## src/hdl/cpu_defs.svh

```systemverilog
`ifndef CPU_DEFS_SVH
`define CPU_DEFS_SVH

////////////////////////////////////////////////////////////
// Core-wide constants
////////////////////////////////////////////////////////////

// First fetch address after reset
`define RESET_PC 32'h0000_3000

// Data memory depth in 32-bit words (4 KiB)
`define DM_WORDS 1024

// General purpose register count
`define NUM_REGS 32

`endif

```

## src/hdl/isaPkg.sv

```systemverilog
package isaPkg;

    ////////////////////////////////////////////////////////////
    // Field types
    ////////////////////////////////////////////////////////////

    typedef logic [31:0] word_t;
    typedef logic [4:0]  regAddr_t;
    typedef logic [5:0]  opcode_t;
    typedef logic [5:0]  funct_t;
    typedef logic [15:0] imm_t;

    ////////////////////////////////////////////////////////////
    // Primary opcodes
    ////////////////////////////////////////////////////////////

    localparam opcode_t OP_SPECIAL = 6'h00;
    localparam opcode_t OP_J       = 6'h02;
    localparam opcode_t OP_JAL     = 6'h03;
    localparam opcode_t OP_BEQ     = 6'h04;
    localparam opcode_t OP_BNE     = 6'h05;
    localparam opcode_t OP_ADDIU   = 6'h09;
    localparam opcode_t OP_ORI     = 6'h0d;
    localparam opcode_t OP_LUI     = 6'h0f;
    localparam opcode_t OP_LB      = 6'h20;
    localparam opcode_t OP_LH      = 6'h21;
    localparam opcode_t OP_LW      = 6'h23;
    localparam opcode_t OP_SB      = 6'h28;
    localparam opcode_t OP_SH      = 6'h29;
    localparam opcode_t OP_SW      = 6'h2b;

    // Function codes under OP_SPECIAL
    localparam funct_t FN_SLL  = 6'h00;
    localparam funct_t FN_JR   = 6'h08;
    localparam funct_t FN_ADDU = 6'h21;
    localparam funct_t FN_SUBU = 6'h23;
    localparam funct_t FN_AND  = 6'h24;
    localparam funct_t FN_OR   = 6'h25;
    localparam funct_t FN_SLT  = 6'h2a;

endpackage

```

## src/hdl/ctrlPkg.sv

```systemverilog
package ctrlPkg;

    ////////////////////////////////////////////////////////////
    // Decoded control fields
    ////////////////////////////////////////////////////////////

    // Destination register select
    typedef enum logic [1:0] {
        DST_RT,
        DST_RD,
        DST_RA
    } regDst_t;

    // Second ALU operand. Shifts also take rt as the first one
    typedef enum logic [1:0] {
        SRC_REG,
        SRC_IMM,
        SRC_SHAMT
    } aluSrc_t;

    typedef enum logic [2:0] {
        ADD,
        SUB,
        AND,
        OR,
        SLT,
        SLL
    } aluOp_t;

    // Write-back source
    typedef enum logic [1:0] {
        WB_ALU,
        WB_MEM,
        WB_LINK,
        WB_LUI
    } memToReg_t;

    typedef enum logic [1:0] {
        NPC_SEQ,
        NPC_BRANCH,
        NPC_JUMP,
        NPC_JREG
    } npcOp_t;

    typedef enum logic [1:0] { CMP_EQ, CMP_NE } cmpOp_t;
    typedef enum logic [1:0] { DM_WORD, DM_HALF, DM_BYTE } dmWidth_t;
    typedef enum logic [1:0] { EXT_ZERO, EXT_SIGN } extOp_t;

endpackage

```

## src/hdl/execute.sv

```systemverilog
module execute (
    input  isaPkg::word_t     instr,
    input  isaPkg::word_t     rd1,
    input  isaPkg::word_t     rd2,
    input  ctrlPkg::extOp_t   extOp,
    input  ctrlPkg::aluSrc_t  aluSrc,
    input  ctrlPkg::aluOp_t   aluOp,
    output isaPkg::word_t     aluResult
);

    isaPkg::imm_t  imm;
    isaPkg::word_t extImm;
    isaPkg::word_t srcA;
    isaPkg::word_t srcB;
    logic [4:0]    shamt;

    assign imm   = instr[15:0];
    assign shamt = instr[10:6];

    ////////////////////////////////////////////////////////////
    // Immediate extension
    ////////////////////////////////////////////////////////////

    assign extImm = (extOp == ctrlPkg::EXT_SIGN) ? {{16{imm[15]}}, imm} : {16'h0000, imm};

    ////////////////////////////////////////////////////////////
    // Operand select
    ////////////////////////////////////////////////////////////

    // Shifts take rt as the value and shamt as the distance
    assign srcA = (aluSrc == ctrlPkg::SRC_SHAMT) ? rd2 : rd1;

    always_comb begin
        case (aluSrc)
            ctrlPkg::SRC_IMM:   srcB = extImm;
            ctrlPkg::SRC_SHAMT: srcB = {27'd0, shamt};
            default:            srcB = rd2;
        endcase
    end

    ////////////////////////////////////////////////////////////
    // ALU
    ////////////////////////////////////////////////////////////

    always_comb begin
        case (aluOp)
            ctrlPkg::SUB: aluResult = srcA - srcB;
            ctrlPkg::AND: aluResult = srcA & srcB;
            ctrlPkg::OR:  aluResult = srcA | srcB;
            // Signed compare
            ctrlPkg::SLT: aluResult = {31'd0, $signed(srcA) < $signed(srcB)};
            ctrlPkg::SLL: aluResult = srcA << srcB[4:0];
            default:      aluResult = srcA + srcB;
        endcase
    end

endmodule

```

## config.mk

```make
export PLATFORM = sky130hd
export DESIGN_NAME = execute
export DESIGN_NICKNAME = d
export VERILOG_FILES = /design/src/hdl/cpu_defs.svh /design/src/hdl/isaPkg.sv /design/src/hdl/ctrlPkg.sv /design/src/hdl/execute.sv
export SDC_FILE = /design/constraint.sdc
export NUM_CORES = 1
export LEC_CHECK = 0
export BUFFER_PORTS_ARGS = -buffer_cell sky130_fd_sc_hd__buf_2
export CAP_MARGIN = 25
export CORE_MARGIN = 2
export CORE_UTILIZATION = 55
export DETAILED_ROUTE_END_ITERATION = 6
export PLACE_DENSITY = 0.89
export SETUP_SLACK_MARGIN = 0.2
export SLEW_MARGIN = 20
export SYNTH_ARGS = -nofsm -noshare
export SYNTH_HDL_FRONTEND = slang
export SYNTH_SLANG_ARGS = --single-unit
```

## constraint.sdc

```tcl
create_clock -name vclk -period 5.2
set_clock_uncertainty 0.1 [all_clocks]
set_input_delay 0.52 -clock vclk [all_inputs]
set_output_delay 0.52 -clock vclk [all_outputs]
set_load 0.05 [all_outputs]
```

Yosys cells after proc, flatten, opt, wreduce, memory -nomap -nowiden
Index checks and enable logic that the tools add are counted.

cells by class
  add/sub/neg operators = 2
  $lt $le $gt $ge = 1
  eq/ne operators = 8
  shift-type cells = 1
  muxes and demuxes = 4
  bitwise operators = 2

operators by type and width
  kind                  count
  $pmux W32 S5          1
  $mux W32              2
  $pmux W32 S2          1
  $add A32 B32 Y32      1
  $and A32 B32 Y32      1
  $lt A32 B32 Y1        1
  $or A32 B32 Y32       1
  $shl A32 B5 Y32       1
  $sub A32 B32 Y32      1
  $eq A3 B2 Y1 const B  2
  $eq A3 B3 Y1 const B  2
  $eq A2 B1 Y1 const B  2
  $eq A3 B1 Y1 const B  1
  $eq A2 B2 Y1 const B  1

word-level totals
  register bits = 0
  input port bits = 103
  output and inout bits = 32
  logic and storage cells = 18

Logic depth before layout (Yosys ltp)
  depth in word-level cells = 5
  depth in mapped cells = 20
  mapped depth without buffers = 17

Worst setup path before layout
Ideal clock, no wire load.

  kind = input port to output port
  from = input port aluSrc[0]
  to = output port aluResult[29]
  arrival time = 5399 ps
  data required time = 4580 ps
  slack = -819 ps
  stages on the path = 20
  path buffers = 6
  cell sequence = inv_1 > ha_1 > buf_2 > buf_1 > nand2_1 > o21a_1 > buf_2 > buf_2 > clkbuf_1 > ha_1 > clkbuf_1 > o21a_1 > o221ai_1 > a31oi_1 > a311o_1 > nand2_1 > o31ai_1 > o2bb2ai_1 > nor2_1 > o311ai_1

on the way
  longest elaborated chain between the ends = 4
  elaborated cells on any way between the ends = 10
  those cells by class = add/sub: 2; eq/ne: 2; shift: 1; mux: 3; bitwise: 2

ends and longest elaborated chain
  item                                            RTL line                      RTL
  from (decl)                                     execute.sv:6                  input ctrlPkg::aluSrc_t aluSrc,
  $eq A2 B2 Y1 or $eq A2 B1 Y1 (tied branches)    execute.sv:31, execute.sv:34
  $pmux W32 S2 or $mux W32 (tied branches)        execute.sv:34, execute.sv:31
  $add A32 B32 Y32, or another cell as far along  execute.sv:53                 default: aluResult = srcA + srcB;
  $pmux W32 S5 (*)                                execute.sv:46                 case (aluOp)
  to (decl)                                       execute.sv:8                  output isaPkg::word_t aluResult

Mark *: on every way between the ends. The rest lies on a longest branch, timed or not.

Final worst setup path
  from = input port aluSrc[0]
  to = output port aluResult[14]

The elaborated chain is that of the path after synthesis.

==> implementation parameters <==
Parameter                              Value

Run status
  Status    complete, no violations

Power and ir drop
  Max IR drop VDD    0.000130 V
  Pwr Density    230 nW/um^2
  Static Leakage    0.00459 uW
  Total power    2360 uW

Placed design
  Worst setup slack after placement    -73.1 ps
  Global placement routability congestion    1.04
  Estimated wirelength of the detail-placed design    26.0 mm
  Number of buffers added on ports    119

Timing
  Final Hold Viols    0
  Highest attainable clock frequency    197 MHz
  Setup repair after global routing missed its margin    false
  Relative slew margins    34.1%
  Final hold slack    1580 ps
  Final max-slew violation count    0
  Worst setup margin    126 ps
  Share of the cycle needed by the critical path after routing    97.6%
  Slew at the pin with the worst max-slew slack    988 ps
  Final setup violation count    0
  Setup TNS after final layout    0 ps
  Crit path time final    5070 ps

Cells and area
  Total area of sequential cells    0 sq um
  Combined area of the multi-input logic cells    7690 sq um
  Final sequential cell count    0
  Share of cells above drive strength 1    30.3%
  Clock Buffer Count    0
  Final Net Count    1600
  Number of inserted filler cells in the final layout    1114
  Area growth syn-to-layout    31.1%

Detailed routing
  Iteration-0 DRC Markers    1597
  Count of nets left with antenna violations after detail routing    0
  Post-detailed-routing wire length    35.0 mm
  Number of remaining DRC errors    0
  Wire length per cell    22.2 um
  Number of detailed-routing iterations run before antenna repair    6
  Total vias in the final route    11000
  Detailed-route vias per instance    6.99

Worst setup path
  Critical Path Sink    aluResult[14]
  Element type at the critical path end    output pin
  Worst Path Required    4580 ps
  Crit path from    aluSrc[0]
  Max FO, Critical Path    10
  Kind of start point of the critical path    primary input
  Type of the setup path with the least slack    in -> out
  Worst Path Arrival    4450 ps

Floorplan
  Area of the core    13900 sq um
  Height of the die    123 um
  # rows    43
  Starting utilization of the core area    56.4%
  I/O pin total    135
  Total Die Area    15200 sq um
  Overall die width    123 um

CTS
  Hold buffers post-CTS    0

Synthesis
  Synthesized instance count    1196
  Top cell type by total area after synthesis    sky130_fd_sc_hd__ha_1
  Number of different library cells in the post-synthesis netlist    86
  Average size of a mapped cell    6.54 sq um
  Number of warnings reported in the yosys synthesis log    0
  Post-synth design cell area    7820 sq um
  Largest cells by area after synthesis    sky130_fd_sc_hd__ha_1 16%, sky130_fd_sc_hd__a21oi_1 8.3%, sky130_fd_sc_hd__nor2_1 5.2%
  Most instantiated library cell after synthesis    sky130_fd_sc_hd__a21oi_1
  Area share of the largest cell type after synthesis    15.8%
  Sequential share of the synthesized area    0%
  Leading post-synthesis cells by instance count    130 x sky130_fd_sc_hd__a21oi_1, 108 x sky130_fd_sc_hd__nor2_1, 104 x sky130_fd_sc_hd__inv_1
  Nets in the synthesized netlist    1399

GRT
  First-pass GRT wire length    50.9 mm
  Gr ovfl total    0
  Overall track demand over capacity in global routing    42.2%
  Via count of the first global-routing pass    9984
  Initial antenna violation count    1
  Largest net degree at the start of global routing    40

Run
  Max Cap Viol    0

Worst hold path
  Start point of the worst hold path    rd1[14]
  Worst min-delay path category    in -> out
## power breakdown
group	internal, uW	switching (uW)
Sequential	0	0
Clock	0.0000257	0
Combinational	901	1460
Total	901	1460
## worst min-delay path by stage
| stage | endpoint | cells after the start |
|---|---|---|
| global placement | aluResult[14] | 5 |
| finish | aluResult[14] | 5 |
| floorplan | aluResult[3] | 3 |
| CTS | aluResult[14] | 5 |
| global route | aluResult[14] | 5 |
| detailed placement | aluResult[14] | 5 |
## cell families (layout without fill, tap and decap cells)
group	Yosys count	in the layout	share of synthesized area, %
AO/OA/AOI/OAI	466	466	39.7
AND/OR/NAND/NOR	361	361	22.5
buffers and inverters	191	390	9.95
adder cells (fa/ha/maj)	100	100	16.1
multiplexers	66	66	10.4
XOR/XNOR	12	12	1.34
other	0	1	0
## placed cells by master (no fill, tap or decap), types with 15 or more instances in the layout
cell type	instances
sky130_fd_sc_hd__o21ai_0	65
sky130_fd_sc_hd__ha_1	88
sky130_fd_sc_hd__nand3_1	50
sky130_fd_sc_hd__nand2_1	63
sky130_fd_sc_hd__buf_2	108
sky130_fd_sc_hd__mux2i_1	27
sky130_fd_sc_hd__mux2_2	22
sky130_fd_sc_hd__buf_4	162
sky130_fd_sc_hd__nor2_1	105
sky130_fd_sc_hd__o211ai_1	15
sky130_fd_sc_hd__inv_1	101
sky130_fd_sc_hd__a211oi_1	18
sky130_fd_sc_hd__and2_1	16
sky130_fd_sc_hd__nor3_1	28
sky130_fd_sc_hd__a31oi_1	17
sky130_fd_sc_hd__o22ai_1	20
sky130_fd_sc_hd__o21a_1	25
sky130_fd_sc_hd__a21oi_1	124
## worst max-delay path, stage by stage
cell and delay, ps:
sky130_fd_sc_hd__buf_4 130, sky130_fd_sc_hd__inv_4 70, sky130_fd_sc_hd__ha_4 230, sky130_fd_sc_hd__buf_6 140, sky130_fd_sc_hd__buf_4 180, sky130_fd_sc_hd__o21ai_0 360
sky130_fd_sc_hd__ha_1 360, sky130_fd_sc_hd__nor2_1 180, sky130_fd_sc_hd__o21ai_2 110, sky130_fd_sc_hd__o221ai_1 460, sky130_fd_sc_hd__buf_4 230, sky130_fd_sc_hd__o21bai_1 100
sky130_fd_sc_hd__a21oi_2 240, sky130_fd_sc_hd__o41ai_4 110, sky130_fd_sc_hd__o31ai_1 310, sky130_fd_sc_hd__o22ai_1 200, sky130_fd_sc_hd__a211oi_4 300, sky130_fd_sc_hd__buf_6 190
## per-stage QoR
step	instance area (sq um)	utilization, %	instances
floorplan	8060	-	1196
global placement	9630	69.4	1564
detailed placement	9630	69.4	1564
CTS	9700	69.9	1564
global route	10300	73.9	1576
finish	10300	73.9	1576
## area by class of cell
type / count / area share (%)
Inverter: 107 / 3.95
Antenna cell: 1 / 0.0244
Tap cell: 180 / 2.20
Timing Repair Buffer: 283 / 18.8
Multi-Input combinational cell: 1005 / 75.0
## timing repair
action                                  in CTS  in global routing
gates cloned                                 0                  0
pin swaps                                    1                 26
gates resized for setup                     20                104
endpoints found under the setup margin      14                 19
buffers inserted                             0                 11
## layer usage
| metal | GRT usage (%) | part of all wire [%] | vias up | routed length (um) |
|---|---|---|---|---|
| li1 | - | - | 4848 | - |
| met1 | 52.5 | 36 | 4923 | 12400 |
| met2 | 70.1 | 44 | 970 | 15400 |
| met3 | 6.78 | 12 | 279 | 4340 |
| met4 | 21.7 | 8.1 | 0 | 2850 |
| met5 | 0 | 0 | - | 0 |
(Power assumes the default switching activity.)
