`src/hdl/cpu_defs.svh`:
```
`ifndef CPU_DEFS_SVH
`define CPU_DEFS_SVH

////////////////////////////////////////////////////////////
// Core-wide constants
////////////////////////////////////////////////////////////

// First fetch address after reset
`define RESET_PC 32'h0000_3000

// Data memory depth in 32-bit words (4 KiB)
`define DM_WORDS 1024

// General purpose register count
`define NUM_REGS 32

`endif

```
`src/hdl/isaPkg.sv`:
```
package isaPkg;

    ////////////////////////////////////////////////////////////
    // Field types
    ////////////////////////////////////////////////////////////

    typedef logic [31:0] word_t;
    typedef logic [4:0]  regAddr_t;
    typedef logic [5:0]  opcode_t;
    typedef logic [5:0]  funct_t;
    typedef logic [15:0] imm_t;

    ////////////////////////////////////////////////////////////
    // Primary opcodes
    ////////////////////////////////////////////////////////////

    localparam opcode_t OP_SPECIAL = 6'h00;
    localparam opcode_t OP_J       = 6'h02;
    localparam opcode_t OP_JAL     = 6'h03;
    localparam opcode_t OP_BEQ     = 6'h04;
    localparam opcode_t OP_BNE     = 6'h05;
    localparam opcode_t OP_ADDIU   = 6'h09;
    localparam opcode_t OP_ORI     = 6'h0d;
    localparam opcode_t OP_LUI     = 6'h0f;
    localparam opcode_t OP_LB      = 6'h20;
    localparam opcode_t OP_LH      = 6'h21;
    localparam opcode_t OP_LW      = 6'h23;
    localparam opcode_t OP_SB      = 6'h28;
    localparam opcode_t OP_SH      = 6'h29;
    localparam opcode_t OP_SW      = 6'h2b;

    // Function codes under OP_SPECIAL
    localparam funct_t FN_SLL  = 6'h00;
    localparam funct_t FN_JR   = 6'h08;
    localparam funct_t FN_ADDU = 6'h21;
    localparam funct_t FN_SUBU = 6'h23;
    localparam funct_t FN_AND  = 6'h24;
    localparam funct_t FN_OR   = 6'h25;
    localparam funct_t FN_SLT  = 6'h2a;

endpackage

```
`src/hdl/ctrlPkg.sv`:
```
package ctrlPkg;

    ////////////////////////////////////////////////////////////
    // Decoded control fields
    ////////////////////////////////////////////////////////////

    // Destination register select
    typedef enum logic [1:0] {
        DST_RT,
        DST_RD,
        DST_RA
    } regDst_t;

    // Second ALU operand. Shifts also take rt as the first one
    typedef enum logic [1:0] {
        SRC_REG,
        SRC_IMM,
        SRC_SHAMT
    } aluSrc_t;

    typedef enum logic [2:0] {
        ADD,
        SUB,
        AND,
        OR,
        SLT,
        SLL
    } aluOp_t;

    // Write-back source
    typedef enum logic [1:0] {
        WB_ALU,
        WB_MEM,
        WB_LINK,
        WB_LUI
    } memToReg_t;

    typedef enum logic [1:0] {
        NPC_SEQ,
        NPC_BRANCH,
        NPC_JUMP,
        NPC_JREG
    } npcOp_t;

    typedef enum logic [1:0] { CMP_EQ, CMP_NE } cmpOp_t;
    typedef enum logic [1:0] { DM_WORD, DM_HALF, DM_BYTE } dmWidth_t;
    typedef enum logic [1:0] { EXT_ZERO, EXT_SIGN } extOp_t;

endpackage

```
`src/hdl/ifu.sv`:
```
`include "cpu_defs.svh"

module ifu (
    input  logic             clk,
    input  logic             rstN,
    input  isaPkg::word_t    instr,
    input  ctrlPkg::npcOp_t  npcOp,
    input  ctrlPkg::cmpOp_t  cmpOp,
    input  isaPkg::word_t    rd1,
    input  isaPkg::word_t    rd2,
    output isaPkg::word_t    pc
);

    isaPkg::word_t pcPlus4;
    isaPkg::word_t npc;
    isaPkg::imm_t  offset;
    logic          taken;

    assign pcPlus4 = pc + 32'd4;
    assign offset  = instr[15:0];

    // Branch comparator
    assign taken = (cmpOp == ctrlPkg::CMP_NE) ? (rd1 != rd2) : (rd1 == rd2);

    always_comb begin
        case (npcOp)
            ctrlPkg::NPC_BRANCH:
                npc = taken ? pcPlus4 + {{14{offset[15]}}, offset, 2'b00} : pcPlus4;
            ctrlPkg::NPC_JUMP: npc = {pcPlus4[31:28], instr[25:0], 2'b00};
            ctrlPkg::NPC_JREG: npc = rd1;
            default:           npc = pcPlus4;
        endcase
    end

    always_ff @(posedge clk or negedge rstN) begin
        if (!rstN) begin
            pc <= `RESET_PC;
        end else begin
            pc <= npc;
        end
    end

endmodule

```
`config.mk`:
```
export PLATFORM = sky130hd
export DESIGN_NAME = ifu
export DESIGN_NICKNAME = d
export VERILOG_FILES = /design/src/hdl/isaPkg.sv /design/src/hdl/ctrlPkg.sv /design/src/hdl/ifu.sv
export VERILOG_INCLUDE_DIRS = /design/src /design/src/hdl
export SDC_FILE = /design/constraint.sdc
export NUM_CORES = 1
export LEC_CHECK = 0
export ABC_CLOCK_PERIOD_IN_PS = 4700
export BUFFER_PORTS_ARGS = -buffer_cell sky130_fd_sc_hd__buf_2
export CAP_MARGIN = 25
export CORE_UTILIZATION = 45
export DETAILED_ROUTE_END_ITERATION = 10
export GPL_ROUTABILITY_DRIVEN = 0
export PLACE_DENSITY = 0.78
export RECOVER_POWER = 100
export SETUP_SLACK_MARGIN = 0.1
export SLEW_MARGIN = 20
export SYNTH_ARGS = -nofsm -noshare
export SYNTH_HDL_FRONTEND = slang
export SYNTH_SLANG_ARGS = --single-unit
```
`constraint.sdc`:
```
create_clock -name clk -period 4.7 [get_ports clk]
set_input_delay 0.47 -clock clk [delete_from_list [all_inputs] [get_ports clk]]
set_output_delay 0.47 -clock clk [all_outputs]
set_load 0.01 [all_outputs]
```
Yosys cells after proc, flatten, opt, wreduce, memory -nomap -nowiden
Index checks and enable logic that the tools add are counted.
{"block": "word_totals", "reg_bits": 32, "inputBits": 102, "out_inout_bits": 32}
{"block": "op_classes", "add_sub_neg": 2, "n_eq_ne": 6, "n_mux": 3}
{"op": "one-hot mux 32 bit (3 select lines)", "n": 1}
{"op": "adder 32 x 3 -> 32 bit (second input constant)", "n": 1}
{"op": "adder 32 bit", "n": 1}
{"op": "equality test 32 bit", "n": 1}
{"op": "two-way mux 32 bit", "n": 1}
{"op": "inequality test 32 bit", "n": 1}
{"op": "equality test 2 x 1 -> 1 bit (second input constant)", "n": 2}
{"op": "equality test 2 bit (second input constant)", "n": 2}
{"op": "two-way mux 1 bit", "n": 1}

Longest topological paths before layout
Gate-level depths: netlist of the first run.
{"block": "logic_depth", "ltp_word": 4, "mapped_depth": 15, "mapped_depth_nobuf": 14}

Least setup slack after synthesis of the first run
No wires, ideal clock.
{"block": "synth_path", "path_kind": "register to register", "from": "register pc[4]", "to": "register pc[31]", "setup_time_ns": 0.134, "arrival_time_ns": 3.291, "path_slack_ns": 1.276, "stages_incl_launch_ff": 14, "n_path_buf": 1, "period_less_slack_ns": 3.424, "path_cell_list": "dfrtp_1 -> and4_1 -> buf_2 -> nand4_2 -> nor3_2 -> nand4_1 -> xnor2_2 -> ha_1 -> a21o_1 -> a211o_1 -> or2_2 -> or4_1 -> nand3_1 -> o211ai_1"}
{"block": "synth_via", "elab_chain_cells": 4}
{"item": "from (decl)", "line": "ifu.sv:11", "source": "output isaPkg::word_t pc"}
{"item": "from (signal assigned)", "line": "ifu.sv:37", "source": "pc <= `RESET_PC;"}
{"item": "from (signal assigned)", "line": "ifu.sv:39", "source": "pc <= npc;"}
{"item": "adder 32 x 3 -> 32 bit *", "line": "ifu.sv:19", "source": "assign pcPlus4 = pc + 32'd4;"}
{"item": "adder 32 bit", "line": "ifu.sv:28", "source": "npc = taken ? pcPlus4 + {{14{offset[15]}}, offset, 2'b00} : pcPlus4;"}
{"item": "two-way mux 32 bit", "line": "ifu.sv:28"}
{"item": "one-hot mux 32 bit (3 select lines) *", "line": "ifu.sv:26", "source": "case (npcOp)"}
{"item": "named net npc[31]", "line": "ifu.sv:15", "source": "isaPkg::word_t npc;"}
Mark *: on every way through the listed nets, which the timed path passes. The rest lies on a longest branch.

Final worst setup path of the first run
{"block": "layout_path", "from": "input port rd1[16]", "to": "register pc[28]"}
{"block": "layout_via", "elab_chain_cells": 4, "elab_cells_between_ends": 5, "classes_between": "eq/ne (2); mux (3)"}
{"item": "from (decl)", "line": "ifu.sv:9", "source": "input isaPkg::word_t rd1,"}
{"item": "equality test 32 bit or inequality test 32 bit (tied branches)", "line": "ifu.sv:23", "source": "assign taken = (cmpOp == ctrlPkg::CMP_NE) ? (rd1 != rd2) : (rd1 == rd2);"}
{"item": "two-way mux 1 bit *", "line": "ifu.sv:23"}
{"item": "two-way mux 32 bit *", "line": "ifu.sv:28"}
{"item": "one-hot mux 32 bit (3 select lines) *", "line": "ifu.sv:26"}
{"item": "named net npc[28]", "line": "ifu.sv:15"}
Marked as above.

==> results of run 1 <==
==> report_power, final <==
part           internal, mW  leakage (nW)  switching (mW)
combinational         0.344          1.88           0.472
sequential            0.317         0.365          0.0527
clock                 0.120        0.0455           0.108
==> metal layers <==
| metal | up-vias | wire [um] | global-route usage (%) |
|---|---|---|---|
| met5 | - | 0 | 0 |
| li1 | 2292 | - | - |
| met2 | 235 | 6600 | 47.7 |
| met3 | 36 | 981 | 3.48 |
| met4 | 0 | 470 | 10.1 |
| met1 | 2222 | 5870 | 35.5 |
==> final cells by class <==
type	instances	area [sq um]
tap	129	161
sequential	32	803
fill	928	4180
inverter	12	45.0
clock buffer	8	90.1
timing repair buffer	130	609
multi-input combinational	487	3400
==> stage by stage <==
stage,util [%],hold WS (ps),worst slack (ps)
after global routing,55.0,434,371
after CTS,55.6,266,778
after global placement,54.6,491,877
final,55.0,419,600
after floorplan,-,174,1280
after detailed placement,54.6,495,817
==> placed cells by master (no fill, tap or decap), drive strengths merged, types with 9 or more instances in the layout <==
master	synthesis	routed
nand4	15	15
dfrtp	30	30
xnor2	30	30
nand2	53	53
a21o	20	20
a211oi	19	19
and3	10	10
clkbuf	15	43
and2	18	18
inv	12	12
a21oi	41	41
ha	34	34
a31oi	14	14
mux2i	14	14
o21ai	31	31
nand3	23	23
xor2	46	46
o31ai	9	9
buf	7	95
nor2	27	27
==> critical path, stage by stage <==
cell,delay [ps]
clkbuf_1,230
xor2_1,110
nor4_1,440
nand4_1,170
or3_1,390
a21oi_1,1170
clkbuf_1,800
nand3_1,170
a21oi_1,200
a211oi_1,90
==> kinds of logic (layout without fill, tap and decap cells) <==
family	after synthesis	count (layout)	share of synthesized area (%)
buffers and inverters	34	150	3.14
multiplexers	15	15	3.48
XOR/XNOR	76	76	15.5
flip-flops	32	32	18.5
AND/OR/NAND/NOR	191	191	23.0
AO/OA/AOI/OAI	170	170	26.1
adder cells (fa/ha/maj)	35	35	10.3
==> worst paths after layout <==
path                            depth (start not counted)      to  slack [ps]    start
min in group asynchronous                               1  pc[10]         690     rstN
max in group asynchronous                               1   pc[6]        2930     rstN
worst max register to register                         14  pc[28]         700   pc[12]
worst min-delay path                                    2   pc[1]         420   rd1[1]
worst min register to register                          1   pc[1]         520    pc[1]
worst max-delay path                                   10  pc[28]         600  rd1[16]
==> metrics.txt, run 1 <==
Final Total Pwr 1.41 mW; Syn Std Cell Area 0.00435 sq mm; Netlist cell types 58; Final Hold Vio Count 0; LEAKAGE 2.29 nW; register area share after synthesis 18.5%; area leader, netlist dfrtp_1; dpl cells 790; largest registers pc (32); DRT antenna net count 0; Detail Placement HPWL 11.1 mm; CTS Root Cell clkbuf_8; final setup TNS 0 ps; Diodes inserted 0; Power Dens Cells 277 mW/mm^2; most frequent cell after synthesis nand2_1; Core ar. 0.00928 sq mm; CTS tree done; Synthesized Nets 690; Cell Rows 35; final setup fails 0; FFs w/ async S/R, synth 100%; Crit Path Max Fanout 19; Via Count 4785; Commonest cells post-synth 52 x nand2_1, 46 x xor2_1, 40 x a21oi_1; clock-pin slew on the worst setup and hold paths 70 ps; outcome finished, violations left; DIE AREA 0.0101 sq mm; CP arrival 4250 ps; placed cell areas 0.00507 sq mm; grt ovf 0; cts hold-fix bufs 0; synth top area cells dfrtp_1 17%, ha_1 9.8%, xor2_1 9.3%, xnor2_1 5.8%, a21oi_1 4.6%; first-pass GRT wire length 22.2 mm; top cell type's share of synthesized area 17.3%; Pre-Repair DR Iteration Count 5; Fmax 244 MHz; clk_lat worst skew 290 ps; Final Max Tran Viols 68; share of layout cells above drive strength 1 17.2%; Non-Filler Instances 798; unrepaired setup endpoints after global routing false; pin count of the biggest net entering global routing 35; Post-synth top flop dfrtp_1; min Tclk post-route 4100 ps; failing checks max-capacitance violations, max-slew violations; I/O pins 134; DRC 0; Initial DRC Count 402; Req. time, crit path 4850 ps; worst hold path type in2reg; Max clock buf depth 2; Worst setup EP type flop; fin nets 805; Initial Util 46.8%; Yosys reg bits 32; initial antenna violation count 0; VDD IR-drop max 0.126 mV; Finished Cell Area 0.00511 sq mm; Num Clock Sinks 32; vias in the first global route 4713; DR vias/cell 6.00; H-tree depth 2; Reg with most FFs pc; per-cell routed wire length 17.4 um; max reg flops 32; Tcrit/Tclk final 87.2%; Post-Synthesis Cells 553; Post-Syn Area per Cell 7.86 sq um; Total Routing Usage GR 27.7%; maxcap violations 3; setup bufs post-CTS 0; Final Skew 6.41 ps; Tightest Pin Transition 1880 ps; chip width 100 um; relative slew slack -25.5%; CTS Buf Count 5; chip height 100 um; cts repair resizes 0; Area Overhead vs Synth 17.5%; Worst Setup Path Type in2reg; port bufs 127; Post-synth EDFFs 0; synth warn 0; Routed WL 13.9 mm; Worst Setup Start Kind primary input
(Power assumes the default switching activity.)
==> run 2: changes to the inputs <==
==> constraint.sdc (replaced) <==
create_clock -name clk -period 4.7 [get_ports clk]
set_input_delay 0.94 -clock clk [delete_from_list [all_inputs] [get_ports clk]]
set_output_delay 0.94 -clock clk [all_outputs]
set_load 0.01 [all_outputs]
==> run 2 against run 1 <==
Net effect:
- the flow still finishes with violations (max-capacitance violations, max-slew violations)
- core utilization up 0.081 points
- combinational power down 0.6%
- global-route usage down 0.34 points
- critical path type unchanged
- largest cell class unchanged
- highest routed layer unchanged
==> metrics.txt, run 2 (synthesis results as in run 1) <==
Worst setup EP type flop; Detail Placement HPWL 11.1 mm (+0.34%); Final Total Pwr 1.41 mW (-0.13%); CTS tree done; maxcap violations 2 (-1); cts repair resizes 0 (unchanged); chip height 100 um (unchanged); Finished Cell Area 0.00511 sq mm (+0.15%); Layout fillers 924 (-0.43%); LEAKAGE 2.31 nW (+0.65%); Num Clock Sinks 32 (unchanged); Core ar. 0.00928 sq mm (unchanged); port bufs 127 (unchanged); share of layout cells above drive strength 1 17.7% (+0.54 points); fin nets 807 (+0.25%); initial antenna violation count 0 (unchanged); Tcrit/Tclk final 88.1% (+0.83 points); Pre-Repair DR Iteration Count 4 (-1); DRC 0 (unchanged); H-tree depth 2 (unchanged); outcome finished, violations left; Worst Setup Path Type in2reg; Tightest Pin Transition 1800 ps (-78.5 ps); Total Routing Usage GR 27.4% (-0.34 points); Final Hold Vio Count 0 (unchanged); I/O pins 134 (unchanged); DR vias/cell 5.98 (-0.29%); unrepaired setup endpoints after global routing false; VDD IR-drop max 0.153 mV (+21%); Cell Rows 35 (unchanged); CTS Root Cell clkbuf_8; Reg with most FFs pc; failing checks max-capacitance violations, max-slew violations; CP arrival 4280 ps (+30 ps); chip width 100 um (unchanged); Worst Setup Start Kind primary input; grt ovf 0 (unchanged); setup bufs post-CTS 0 (unchanged); worst hold path type reg2reg; max reg flops 32 (unchanged); final setup TNS 0 ps (unchanged); Req. time, crit path 4840 ps (about the same); Max clock buf depth 2 (unchanged); utilization after layout 55.1% (+0.081 points); Routed WL 13.9 mm (-0.18%); Initial Util 46.8% (unchanged); clk_lat worst skew 290 ps (about the same); commonest cells after routing, fill and taps aside 95 x buf_2, 52 x nand2_1, 46 x xor2_1, 41 x a21oi_1, 35 x clkbuf_1; Initial DRC Count 385 (-4.2%); relative slew slack -20.3% (+5.2 points); largest registers pc (32); Area Overhead vs Synth 17.7%; Via Count 4783 (-0.042%); clock-pin slew on the worst setup and hold paths 70 ps (about the same); most common cell after layout, fill and taps aside buf_2; final setup fails 0 (unchanged); pin count of the biggest net entering global routing 34 (-2.9%); placed cell areas 0.00509 sq mm (+0.30%); vias in the first global route 4443 (-5.7%); Crit Path Max Fanout 32 (+13); Final Skew 10.6 ps (+4.17 ps); Power Dens Cells 276 mW/mm^2 (-0.28%); CTS Buf Count 5 (unchanged); Fmax 242 MHz (-0.94%); Diodes inserted 0 (unchanged); first-pass GRT wire length 21.7 mm (-2.2%); min Tclk post-route 4140 ps (+38.8 ps); DIE AREA 0.0101 sq mm (unchanged); Final Max Tran Viols 66 (-2.9%); cts hold-fix bufs 0 (unchanged); DRT antenna net count 0 (unchanged); per-cell routed wire length 17.4 um (-0.43%)
==> run 2: changes by cell type in the layout (fill, tap and decap cells not counted), sizes merged <==
cell	change
clkbuf	-2
buf	+4
==> run 2: area by class of cell <==
class / instances / area [sq um] / area share, %
clock buffer: 8 / 90.1 / 1.76
sequential: 32 / 803 / 15.7
timing repair buffer: 132 / 629 / 12.3
multi-input combinational: 487 / 3380 / 66.2
tap: 129 / 161 / 3.16
inverter: 12 / 45.0 / 0.881
==> run 2: per-layer routing <==
metal  vias up  wire length (um)  global-route usage, %
li1       2289                 -                      -
met1      2262              6060                   36.4
met2       200              6630                   46.0
met3        32               802                   3.13
met4         0               398                   9.48
met5         -                 0                      0
==> run 2: final timing paths <==
path | from | end | slack, ps | cells past startpoint
max in group asynchronous | rstN | pc[25] | 2530 | 1
worst max register to register | pc[4] | pc[28] | 570 | 13
worst min register to register | pc[1] | pc[1] | 510 | 1
min in group asynchronous | rstN | pc[11] | 1120 | 1
worst max-delay path | npcOp[0] | pc[28] | 560 | 7
worst min-delay path | pc[1] | pc[1] | 510 | 1
==> run 2: power breakdown <==
group	internal [mW]	leakage, nW	total [mW]	switching (mW)
Sequential	0.317	0.365	0.369	0.0527
Combinational	0.341	1.90	0.811	0.471
Clock	0.120	0.0455	0.231	0.111
==> run 2: critical path, cell delays in order <==
cell	delay (ps)
clkbuf_1	1130
inv_1	790
a21oi_1	380
clkbuf_1	610
nand3_1	170
a21oi_1	180
a211oi_1	70
==> run 2: per-stage QoR <==
stage	hold slack, ps	setup slack (ps)	instances
final	513	561	800
after global routing	533	274	800
after CTS	510	767	800
after detailed placement	494	808	792
after global placement	491	819	792
after floorplan	546	1280	553
