`src/hdl/cpu_defs.svh`:
```
`ifndef CPU_DEFS_SVH
`define CPU_DEFS_SVH

////////////////////////////////////////////////////////////
// Core-wide constants
////////////////////////////////////////////////////////////

// First fetch address after reset
`define RESET_PC 32'h0000_3000

// Data memory depth in 32-bit words (4 KiB)
`define DM_WORDS 1024

// General purpose register count
`define NUM_REGS 32

`endif

```
`src/hdl/isaPkg.sv`:
```
package isaPkg;

    ////////////////////////////////////////////////////////////
    // Field types
    ////////////////////////////////////////////////////////////

    typedef logic [31:0] word_t;
    typedef logic [4:0]  regAddr_t;
    typedef logic [5:0]  opcode_t;
    typedef logic [5:0]  funct_t;
    typedef logic [15:0] imm_t;

    ////////////////////////////////////////////////////////////
    // Primary opcodes
    ////////////////////////////////////////////////////////////

    localparam opcode_t OP_SPECIAL = 6'h00;
    localparam opcode_t OP_J       = 6'h02;
    localparam opcode_t OP_JAL     = 6'h03;
    localparam opcode_t OP_BEQ     = 6'h04;
    localparam opcode_t OP_BNE     = 6'h05;
    localparam opcode_t OP_ADDIU   = 6'h09;
    localparam opcode_t OP_ORI     = 6'h0d;
    localparam opcode_t OP_LUI     = 6'h0f;
    localparam opcode_t OP_LB      = 6'h20;
    localparam opcode_t OP_LH      = 6'h21;
    localparam opcode_t OP_LW      = 6'h23;
    localparam opcode_t OP_SB      = 6'h28;
    localparam opcode_t OP_SH      = 6'h29;
    localparam opcode_t OP_SW      = 6'h2b;

    // Function codes under OP_SPECIAL
    localparam funct_t FN_SLL  = 6'h00;
    localparam funct_t FN_JR   = 6'h08;
    localparam funct_t FN_ADDU = 6'h21;
    localparam funct_t FN_SUBU = 6'h23;
    localparam funct_t FN_AND  = 6'h24;
    localparam funct_t FN_OR   = 6'h25;
    localparam funct_t FN_SLT  = 6'h2a;

endpackage

```
`src/hdl/ctrlPkg.sv`:
```
package ctrlPkg;

    ////////////////////////////////////////////////////////////
    // Decoded control fields
    ////////////////////////////////////////////////////////////

    // Destination register select
    typedef enum logic [1:0] {
        DST_RT,
        DST_RD,
        DST_RA
    } regDst_t;

    // Second ALU operand. Shifts also take rt as the first one
    typedef enum logic [1:0] {
        SRC_REG,
        SRC_IMM,
        SRC_SHAMT
    } aluSrc_t;

    typedef enum logic [2:0] {
        ADD,
        SUB,
        AND,
        OR,
        SLT,
        SLL
    } aluOp_t;

    // Write-back source
    typedef enum logic [1:0] {
        WB_ALU,
        WB_MEM,
        WB_LINK,
        WB_LUI
    } memToReg_t;

    typedef enum logic [1:0] {
        NPC_SEQ,
        NPC_BRANCH,
        NPC_JUMP,
        NPC_JREG
    } npcOp_t;

    typedef enum logic [1:0] { CMP_EQ, CMP_NE } cmpOp_t;
    typedef enum logic [1:0] { DM_WORD, DM_HALF, DM_BYTE } dmWidth_t;
    typedef enum logic [1:0] { EXT_ZERO, EXT_SIGN } extOp_t;

endpackage

```
`src/hdl/ctrl.sv`:
```
module ctrl (
    input  isaPkg::word_t       instr,
    output ctrlPkg::regDst_t    regDst,
    output logic                regWrite,
    output ctrlPkg::extOp_t     extOp,
    output ctrlPkg::aluSrc_t    aluSrc,
    output ctrlPkg::aluOp_t     aluOp,
    output logic                memWrite,
    output ctrlPkg::memToReg_t  memToReg,
    output ctrlPkg::npcOp_t     npcOp,
    output ctrlPkg::cmpOp_t     cmpOp,
    output ctrlPkg::dmWidth_t   dmWidth
);

    isaPkg::opcode_t op;
    isaPkg::funct_t  fn;

    assign op = instr[31:26];
    assign fn = instr[5:0];

    always_comb begin
        // Anything not listed falls through as a no-op
        regDst   = ctrlPkg::DST_RT;
        regWrite = 1'b0;
        extOp    = ctrlPkg::EXT_SIGN;
        aluSrc   = ctrlPkg::SRC_REG;
        aluOp    = ctrlPkg::ADD;
        memWrite = 1'b0;
        memToReg = ctrlPkg::WB_ALU;
        npcOp    = ctrlPkg::NPC_SEQ;
        cmpOp    = ctrlPkg::CMP_EQ;
        dmWidth  = ctrlPkg::DM_WORD;

        case (op)
            isaPkg::OP_SPECIAL: begin
                regDst = ctrlPkg::DST_RD;
                case (fn)
                    isaPkg::FN_ADDU: begin
                        regWrite = 1'b1;
                        aluOp    = ctrlPkg::ADD;
                    end
                    isaPkg::FN_SUBU: begin
                        regWrite = 1'b1;
                        aluOp    = ctrlPkg::SUB;
                    end
                    isaPkg::FN_AND: begin
                        regWrite = 1'b1;
                        aluOp    = ctrlPkg::AND;
                    end
                    isaPkg::FN_OR: begin
                        regWrite = 1'b1;
                        aluOp    = ctrlPkg::OR;
                    end
                    isaPkg::FN_SLT: begin
                        regWrite = 1'b1;
                        aluOp    = ctrlPkg::SLT;
                    end
                    isaPkg::FN_SLL: begin
                        regWrite = 1'b1;
                        aluSrc   = ctrlPkg::SRC_SHAMT;
                        aluOp    = ctrlPkg::SLL;
                    end
                    isaPkg::FN_JR:   npcOp = ctrlPkg::NPC_JREG;
                    default: ;
                endcase
            end
            isaPkg::OP_ORI: begin
                regWrite = 1'b1;
                extOp    = ctrlPkg::EXT_ZERO;
                aluSrc   = ctrlPkg::SRC_IMM;
                aluOp    = ctrlPkg::OR;
            end
            isaPkg::OP_ADDIU: begin
                regWrite = 1'b1;
                aluSrc   = ctrlPkg::SRC_IMM;
            end
            isaPkg::OP_LUI: begin
                regWrite = 1'b1;
                memToReg = ctrlPkg::WB_LUI;
            end
            // Loads and stores share the base + offset address path
            isaPkg::OP_LW, isaPkg::OP_LH, isaPkg::OP_LB: begin
                regWrite = 1'b1;
                aluSrc   = ctrlPkg::SRC_IMM;
                memToReg = ctrlPkg::WB_MEM;
                dmWidth  = (op == isaPkg::OP_LW) ? ctrlPkg::DM_WORD :
                           (op == isaPkg::OP_LH) ? ctrlPkg::DM_HALF : ctrlPkg::DM_BYTE;
            end
            isaPkg::OP_SW, isaPkg::OP_SH, isaPkg::OP_SB: begin
                memWrite = 1'b1;
                aluSrc   = ctrlPkg::SRC_IMM;
                dmWidth  = (op == isaPkg::OP_SW) ? ctrlPkg::DM_WORD :
                           (op == isaPkg::OP_SH) ? ctrlPkg::DM_HALF : ctrlPkg::DM_BYTE;
            end
            isaPkg::OP_BEQ: npcOp = ctrlPkg::NPC_BRANCH;
            isaPkg::OP_BNE: begin
                npcOp = ctrlPkg::NPC_BRANCH;
                cmpOp = ctrlPkg::CMP_NE;
            end
            isaPkg::OP_J: npcOp = ctrlPkg::NPC_JUMP;
            isaPkg::OP_JAL: begin
                npcOp    = ctrlPkg::NPC_JUMP;
                regWrite = 1'b1;
                regDst   = ctrlPkg::DST_RA;
                memToReg = ctrlPkg::WB_LINK;
            end
            default: ;
        endcase
    end

endmodule

```
`config.mk`:
```
export PLATFORM = sky130hd
export DESIGN_NAME = ctrl
export DESIGN_NICKNAME = d
export VERILOG_FILES = /design/src/hdl/cpu_defs.svh /design/src/hdl/isaPkg.sv /design/src/hdl/ctrlPkg.sv /design/src/hdl/ctrl.sv
export SDC_FILE = /design/constraint.sdc
export NUM_CORES = 1
export LEC_CHECK = 0
export ABC_AREA = 1
export BUFFER_PORTS_ARGS = -buffer_cell sky130_fd_sc_hd__buf_2
export CORE_AREA = 2 2 39 41
export DETAILED_ROUTE_END_ITERATION = 8
export DIE_AREA = 0 0 41 43
export PLACE_DENSITY_LB_ADDON = 0.25
export SLEW_MARGIN = 10
export SYNTH_ARGS = -nofsm -noshare
export SYNTH_HDL_FRONTEND = slang
export SYNTH_SLANG_ARGS = --single-unit
```
`constraint.sdc`:
```
create_clock -name vclk -period 1.9
set_input_delay 0.19 -clock vclk [all_inputs]
set_output_delay 0.19 -clock vclk [all_outputs]
set_load 0.1 [all_outputs]
```
After elaboration in Yosys (flattened, before gate mapping)
Index checks and enable logic that the tools add are counted.
{ "totals": {"register_bits": 0, "wordCells": 46, "out_inout_bits": 19, "inputBits": 32} }
{ "classes": {"n_mux": 18, "n_eq_ne": 19, "n_reduce_logical": 9} }
{ "op_table": {"columns": ["op", "n"], "rows": [
  ["$eq 6x6->1 const B", 11],
  ["$eq 6x4->1 const B", 4],
  ["$pmux 3 s5", 1],
  ["$eq 6x2->1 const B", 2],
  ["$eq 6x3->1 const B", 2],
  ["$logic_not 6->1", 2],
  ["$mux 2", 6],
  ["$pmux 2 s2", 3],
  ["$pmux 2 s3", 2],
  ["$reduce_or 8->1", 1],
  ["$reduce_or 7->1", 1],
  ["$pmux 3 s2", 1],
  ["$reduce_or 3->1", 2],
  ["$reduce_or 6->1", 1],
  ["$mux 1", 4],
  ["$reduce_or 2->1", 2],
  ["$pmux 1 s2", 1]
]} }

Depth between registers and ports, before layout
Gate-level depths: netlist of run 1.
{ "logic_depth": {"depth_word": 4, "mapped_depth": 7, "ltp_nobuf": 6} }

Least setup slack after synthesis of run 1
OpenSTA, ideal clock, no wires.
{ "synth_path": {"path_type": "input to output", "startpoint": "input port instr[30]", "endpoint": "output port aluOp[1]", "path_slack_ns": -1.220, "required_ns": 1.710, "path_stages": 3, "arrival_time_ns": 2.930, "n_path_buf": 0, "path_cell_list": "nor2_4 -> nand4_1 -> o21ai_0"} }
{ "synth_between": {"elab_chain_cells": 2, "elab_cells_between_ends": 3, "cone_classes": "eq/ne: 1; mux: 1; reduce/logical: 1"} }
{ "synth_lines": {"columns": ["item", "line_no", "rtl"], "rows": [
  ["start, declared", "ctrl.sv:2", "input isaPkg::word_t instr,"],
  ["$eq 6x4->1 or $logic_not 6->1 (tied branches)", "ctrl.sv:34", "case (op)"],
  ["$pmux 3 s2 (*)", "ctrl.sv:34", null],
  ["end, declared", "ctrl.sv:7", "output ctrlPkg::aluOp_t aluOp,"]
]} }
Mark *: on every way between the ends. The rest lies on a longest branch, timed or not.

Worst setup path in the final report of run 1
{ "layout_path": {"startpoint": "input port instr[0]", "endpoint": "output port aluOp[0]"} }
{ "layout_between": {"elab_chain_cells": 3, "elab_cells_between_ends": 7, "cone_classes": "eq/ne: 4; mux: 2; reduce/logical: 1"} }
{ "layout_lines": {"columns": ["item", "line_no", "rtl"], "rows": [
  ["$eq 6x6->1 or $logic_not 6->1 (tied branches)", "ctrl.sv:37", "case (fn)"],
  ["$pmux 3 s5 (*)", "ctrl.sv:37", null],
  ["$pmux 3 s2 (*)", "ctrl.sv:34", null]
]} }
Marked as above.

==> flow_metrics.py, run 1 <==
metrics = {
    "floorplanning": {
        "fp.dieH_um": 43,
        "core_um2": 1380,
        "row_count": 14,
        "top_level_ports": 51,
        "die_x_um": 41,
        "initial_core_util_pct": 25.0,
        "die_area_um2": 1760,
    },
    "finish": {
        "final_cell_mix": "buf_2, inv_1, nand3_1, nand2_1, nor2_1",
        "design.seq.count": 0,
        "mostFrequentLayoutCell": "buf_2",
        "stdcell_count": 111,
        "area_growth_pct": 48.6,
        "nFillCells": 168,
        "finalNetCount": 129,
        "diodes": 0,
        "post-route-util_pct": 37.1,
        "clkbuf_count": 0,
        "drive_above_1_share_pct": 45.3,
        "seq_area_um2": 0,
    },
    "route": {
        "post_drt_wl_per_cell_um": 9.02,
        "wl_um": 1000,
        "vias": 513,
        "drc": 0,
        "antenna_left": 0,
        "drt-vias-per-instance": 4.62,
        "drt_pass1_iterations": 2,
        "drt_iter0_drc": 6,
    },
    "placement": {
        "dp.cells": 111,
        "place_ws_ps": 284,
        "io_buffers": 29,
        "gp_congestion": 0.770,
        "hpwl_um": 884,
    },
    "logic_synthesis": {
        "synth.distinct_cells": 17,
        "ys_seq_area_share_pct": 0,
        "yosysWarnings": 0,
        "synth.cell_area_um2": 345,
        "syn_area_per_cell_um2": 5.08,
        "postSynthCellCount": 68,
    },
    "sta": {
        "setup_viol": 0,
        "max_freq_ghz": 0.621,
        "tns_ps": 0,
        "worst_hold_slack_ps": 873,
        "slew_violations": 0,
        "layout_setup_ws_ps": 289,
        "timing.final.crit_share_pct": 84.8,
        "period_minus_slack_ps": 1610,
        "rsz0062_at_grt": "no",
        "finalHoldViolations": 0,
    },
    "grt": {
        "grt_max_degree": 9,
        "gr-total-overflow": 0,
        "grt_pass1_vias": 387,
        "grt_pass1_wl_um": 1440,
        "track_usage_pct": 10.8,
        "antenna_found_initial": 0,
    },
    "power": {
        "vdd_drop_max_uv": 78.6,
        "cellLeakagePower_nw": 0.346,
        "p_per_area_nw_per_um2": 257,
    },
    "setup_path": {
        "cp-start-kind": "input pin",
        "critical_path_class": "input pin to output pin",
        "cp-end-kind": "output pin",
        "crit_start": "instr[0]",
        "cp.arrival_ps": 1420,
        "worstPathMaxFanout": 5,
        "critPathCapture": "aluOp[0]",
        "worstPathRequired_ps": 1710,
    },
    "run": {
        "cap_violations": 0,
    },
    "clocking": {
        "holdBufCountCts": 0,
        "postCtsSetupBuffers": 0,
        "cts_resized": 0,
    },
    "status": {
        "status": "completed",
    },
    "hold_path": {
        "hp-class": "input pin to output pin",
    },
}
==> worst min-delay path by stage <==
| stage | startpoint | endpoint | slack [ps] | cells after the start |
|---|---|---|---|---|
| finish | instr[27] | dmWidth[1] | 870 | 3 |
| global route | instr[27] | dmWidth[1] | 910 | 3 |
| CTS | instr[27] | dmWidth[1] | 880 | 3 |
| detailed placement | instr[27] | dmWidth[1] | 880 | 3 |
| global placement | instr[27] | dmWidth[0] | 880 | 3 |
| floorplan | instr[29] | memWrite | 640 | 2 |
==> metrics by stage <==
step	power (mW)	instance area, µm²
6_report	0.132	513
5_1_grt	0.140	513
4_1_cts	0.132	513
3_5_place_dp	0.132	513
3_3_place_gp	0.131	513
2_1_floorplan	0.105	374
==> critical path: stages <==
cell and delay [ps]:
buf_2 130, nor2_1 180, nand3_1 200, nand3_1 140, nand2_1 90, nand2_4 70
buf_2 420
==> per-layer routing <==
layer,GRT usage (%),vias to the layer above,share of wire (%),wire length [µm]
met2,19.7,18,49,490
met1,13.9,220,43,430
met4,0,0,0,0
li1,-,275,-,-
met3,0.524,0,7.9,79
met5,0,-,0,0
==> cell usage after synthesis, drive strengths merged <==
cell type / count / area share (%)
o21ai: 1 / 1.4
buf: 3 / 7.6
nand2: 11 / 12
inv: 12 / 13
o211ai: 1 / 2.2
nor3: 2 / 2.9
a21oi: 1 / 1.4
nor2: 15 / 22
conb: 1 / 1.1
clkinv: 1 / 1.4
nand4: 7 / 14
nand3: 13 / 20
==> cell families (layout without fill, tap and decap cells) <==
kind of cell	after synthesis	in the layout	synth area share, %
simple gates	48	48	71.7
buf+inv	16	42	22.1
compound gates	3	3	5.07
other cells	1	2	1.09
==> final cells by class <==
cell class	instances	area, µm²	share of cell area [%]
multi-input combinational	53	298	58.0
inverter	13	50.0	9.76
timing repair buffer	29	145	28.3
tap	16	20.0	3.90
==> where the power goes <==
part	switching [mW]	internal (mW)
sequential	0	0
clock	0	0
combinational	0.107	0.0250
No activity file was read; power rests on OpenSTA's default activity.
==> run 2, diff against run 1 <==
--- a/config.mk
+++ b/config.mk
@@ -5,7 +5,7 @@
 export SDC_FILE = /design/constraint.sdc
 export NUM_CORES = 1
 export LEC_CHECK = 0
-export ABC_AREA = 1
+export ABC_AREA = 0
 export BUFFER_PORTS_ARGS = -buffer_cell sky130_fd_sc_hd__buf_2
 export CORE_AREA = 2 2 39 41
 export DETAILED_ROUTE_END_ITERATION = 8
==> constraint.sdc (replaced) <==
create_clock -name vclk -period 1.4
set_input_delay 0.14 -clock vclk [all_inputs]
set_output_delay 0.14 -clock vclk [all_outputs]
set_load 0.1 [all_outputs]
==> flow_metrics.py, run 2 <==
metrics = {
    "sta": {
        "period_minus_slack_ps": 1550,
        "setup_viol": 5,
        "slew_violations": 0,
        "rsz0062_at_grt": "yes",
        "layout_setup_ws_ps": -151,
        "tns_ps": -508,
        "max_freq_ghz": 0.645,
        "timing.final.crit_share_pct": 111,
        "finalHoldViolations": 0,
    },
    "setup_path": {
        "cp.arrival_ps": 1410,
        "cp-end-kind": "output pin",
        "worstPathMaxFanout": 3,
        "critical_path_class": "input pin to output pin",
        "worstPathRequired_ps": 1260,
        "cp-start-kind": "input pin",
    },
    "finish": {
        "seq_area_um2": 0,
        "stdcell_count": 120,
        "diodes": 0,
        "finalNetCount": 138,
        "mostFrequentLayoutCell": "buf_4",
        "final_cell_mix": "buf_4, buf_12, buf_2, buf_6",
        "post-route-util_pct": 87.6,
        "drive_above_1_share_pct": 79.8,
        "clkbuf_count": 0,
        "area_growth_pct": 214,
        "design.seq.count": 0,
    },
    "grt": {
        "grt_use_met3_pct": 0,
        "grt_pass1_wl_um": 2460,
        "grt-busiest-layer": "met2",
        "grt_max_degree": 12,
        "track_usage_pct": 18.9,
        "gr-total-overflow": 0,
        "grtUsageMet2_pct": 36.9,
        "use_met1_pct": 22.6,
        "antenna_found_initial": 0,
        "grt_pass1_vias": 625,
    },
    "power": {
        "power_mw": 0.351,
        "p_per_area_nw_per_um2": 289,
        "vdd_drop_max_uv": 185,
        "cellLeakagePower_nw": 0.450,
    },
    "placement": {
        "place_ws_ps": -198,
        "gp_congestion": 0.787,
        "io_buffers": 29,
        "hpwl_um": 1300,
        "dp.cells": 118,
    },
    "route": {
        "post_drt_wl_per_cell_um": 16.2,
        "drc": 0,
        "drt_pass1_iterations": 4,
        "antenna_left": 0,
        "drt_iter0_drc": 12,
        "wl_um": 1940,
        "vias": 652,
        "drt-vias-per-instance": 5.43,
    },
    "hold_path": {
        "whs_endpoint": "aluOp[2]",
        "hp-start": "instr[0]",
        "hp-class": "input pin to output pin",
        "holdPathStages": 4,
    },
    "logic_synthesis": {
        "synth.distinct_cells": 31,
        "synth.cell_area_um2": 387,
        "yosys-top-cells-area": "a21oi_1, nor3_1, buf_6, nor2_1, nand3_1",
        "yosysWarnings": 0,
        "syn_area_per_cell_um2": 6.44,
        "ys_seq_area_share_pct": 0,
        "synth_area_leader_cell": "a21oi_1",
        "yosys-top-cells-count": "a21oi_1, nor2_1, nor3_1",
        "synth_top_area_share_pct": 7.77,
        "postSynthCellCount": 60,
    },
    "floorplanning": {
        "row_count": 14,
        "initial_core_util_pct": 27.9,
        "fp.dieH_um": 43,
        "die_area_um2": 1760,
        "core_um2": 1380,
        "top_level_ports": 51,
        "die_x_um": 41,
    },
    "status": {
        "violations": "negative setup slack",
        "status": "complete, but fails checks",
    },
    "run": {
        "cap_violations": 0,
    },
}
-- run 2: cell count changes in the layout (fill, tap and decap cells not counted), sizes merged, moves of 3 or more --
| cell | delta |
|---|---|
| nor2 | -9 |
| inv | -11 |
| buf | +20 |
| nor4 | +3 |
| a31oi | +3 |
| nand2 | -7 |
| nor3 | +4 |
| nand3 | -9 |
| nand4 | -7 |
| a21oi | +5 |
-- run 2: area by class of cell --
type,instances,area [µm²]
fill,68,171
inverter,2,11.3
multi-input combinational,53,596
tap,16,20.0
timing repair buffer,49,586
-- run 2: report_power, final --
part,leakage [nW],internal (mW),switching (mW)
clock,0,0,0
combinational,0.450,0.134,0.217
sequential,0,0,0
total,0.450,0.134,0.217
-- run 2: cell families after synthesis --
group	share of synthesized area (%)
xor gates and xnor gates	2.27
buffers and inverters	16.2
other	0.970
and+or+nand+nor	55.3
AOI/OAI and AO/OA	25.2
-- run 2: worst max-delay path, stage by stage --
cell and delay [ps]:
buf_6 90, or2_4 250, nor3_4 170, or3b_4 420
a21oi_4 150, buf_12 190
-- run 2: metal layers --
| layer | part of all wire, % | wire length (µm) |
|---|---|---|
| met5 | 0 | 0 |
| met4 | 0 | 0 |
| met2 | 60 | 1160 |
| met3 | 2.9 | 56 |
| met1 | 37 | 720 |
-- run 2: worst max-delay path by stage --
stage / start / endpoint / slack (ps)
CTS: instr[1] / regWrite / -130
detailed placement: instr[1] / regWrite / -200
global route: instr[29] / aluOp[2] / -200
floorplan: instr[29] / aluOp[2] / -740
global placement: instr[1] / aluOp[0] / -200
finish: instr[29] / aluOp[0] / -150
-- run 2: stage by stage --
| stage | hold WS (ps) | area [µm²] |
|---|---|---|
| 3_3_place_gp | 705 | 1050 |
| 5_1_grt | 724 | 1210 |
| 4_1_cts | 730 | 1080 |
| 2_1_floorplan | 392 | 589 |
| 3_5_place_dp | 718 | 1050 |
| 6_report | 714 | 1210 |
-- run 2: timing repair --
action                     CTS  global route
pin swaps                    0             6
setup endpoints to repair    7            10
gates cloned                 0             0
setup buffers                0             2
hold endpoints to repair     0             0
hold buffers                 0             0
gates resized for setup      6            23
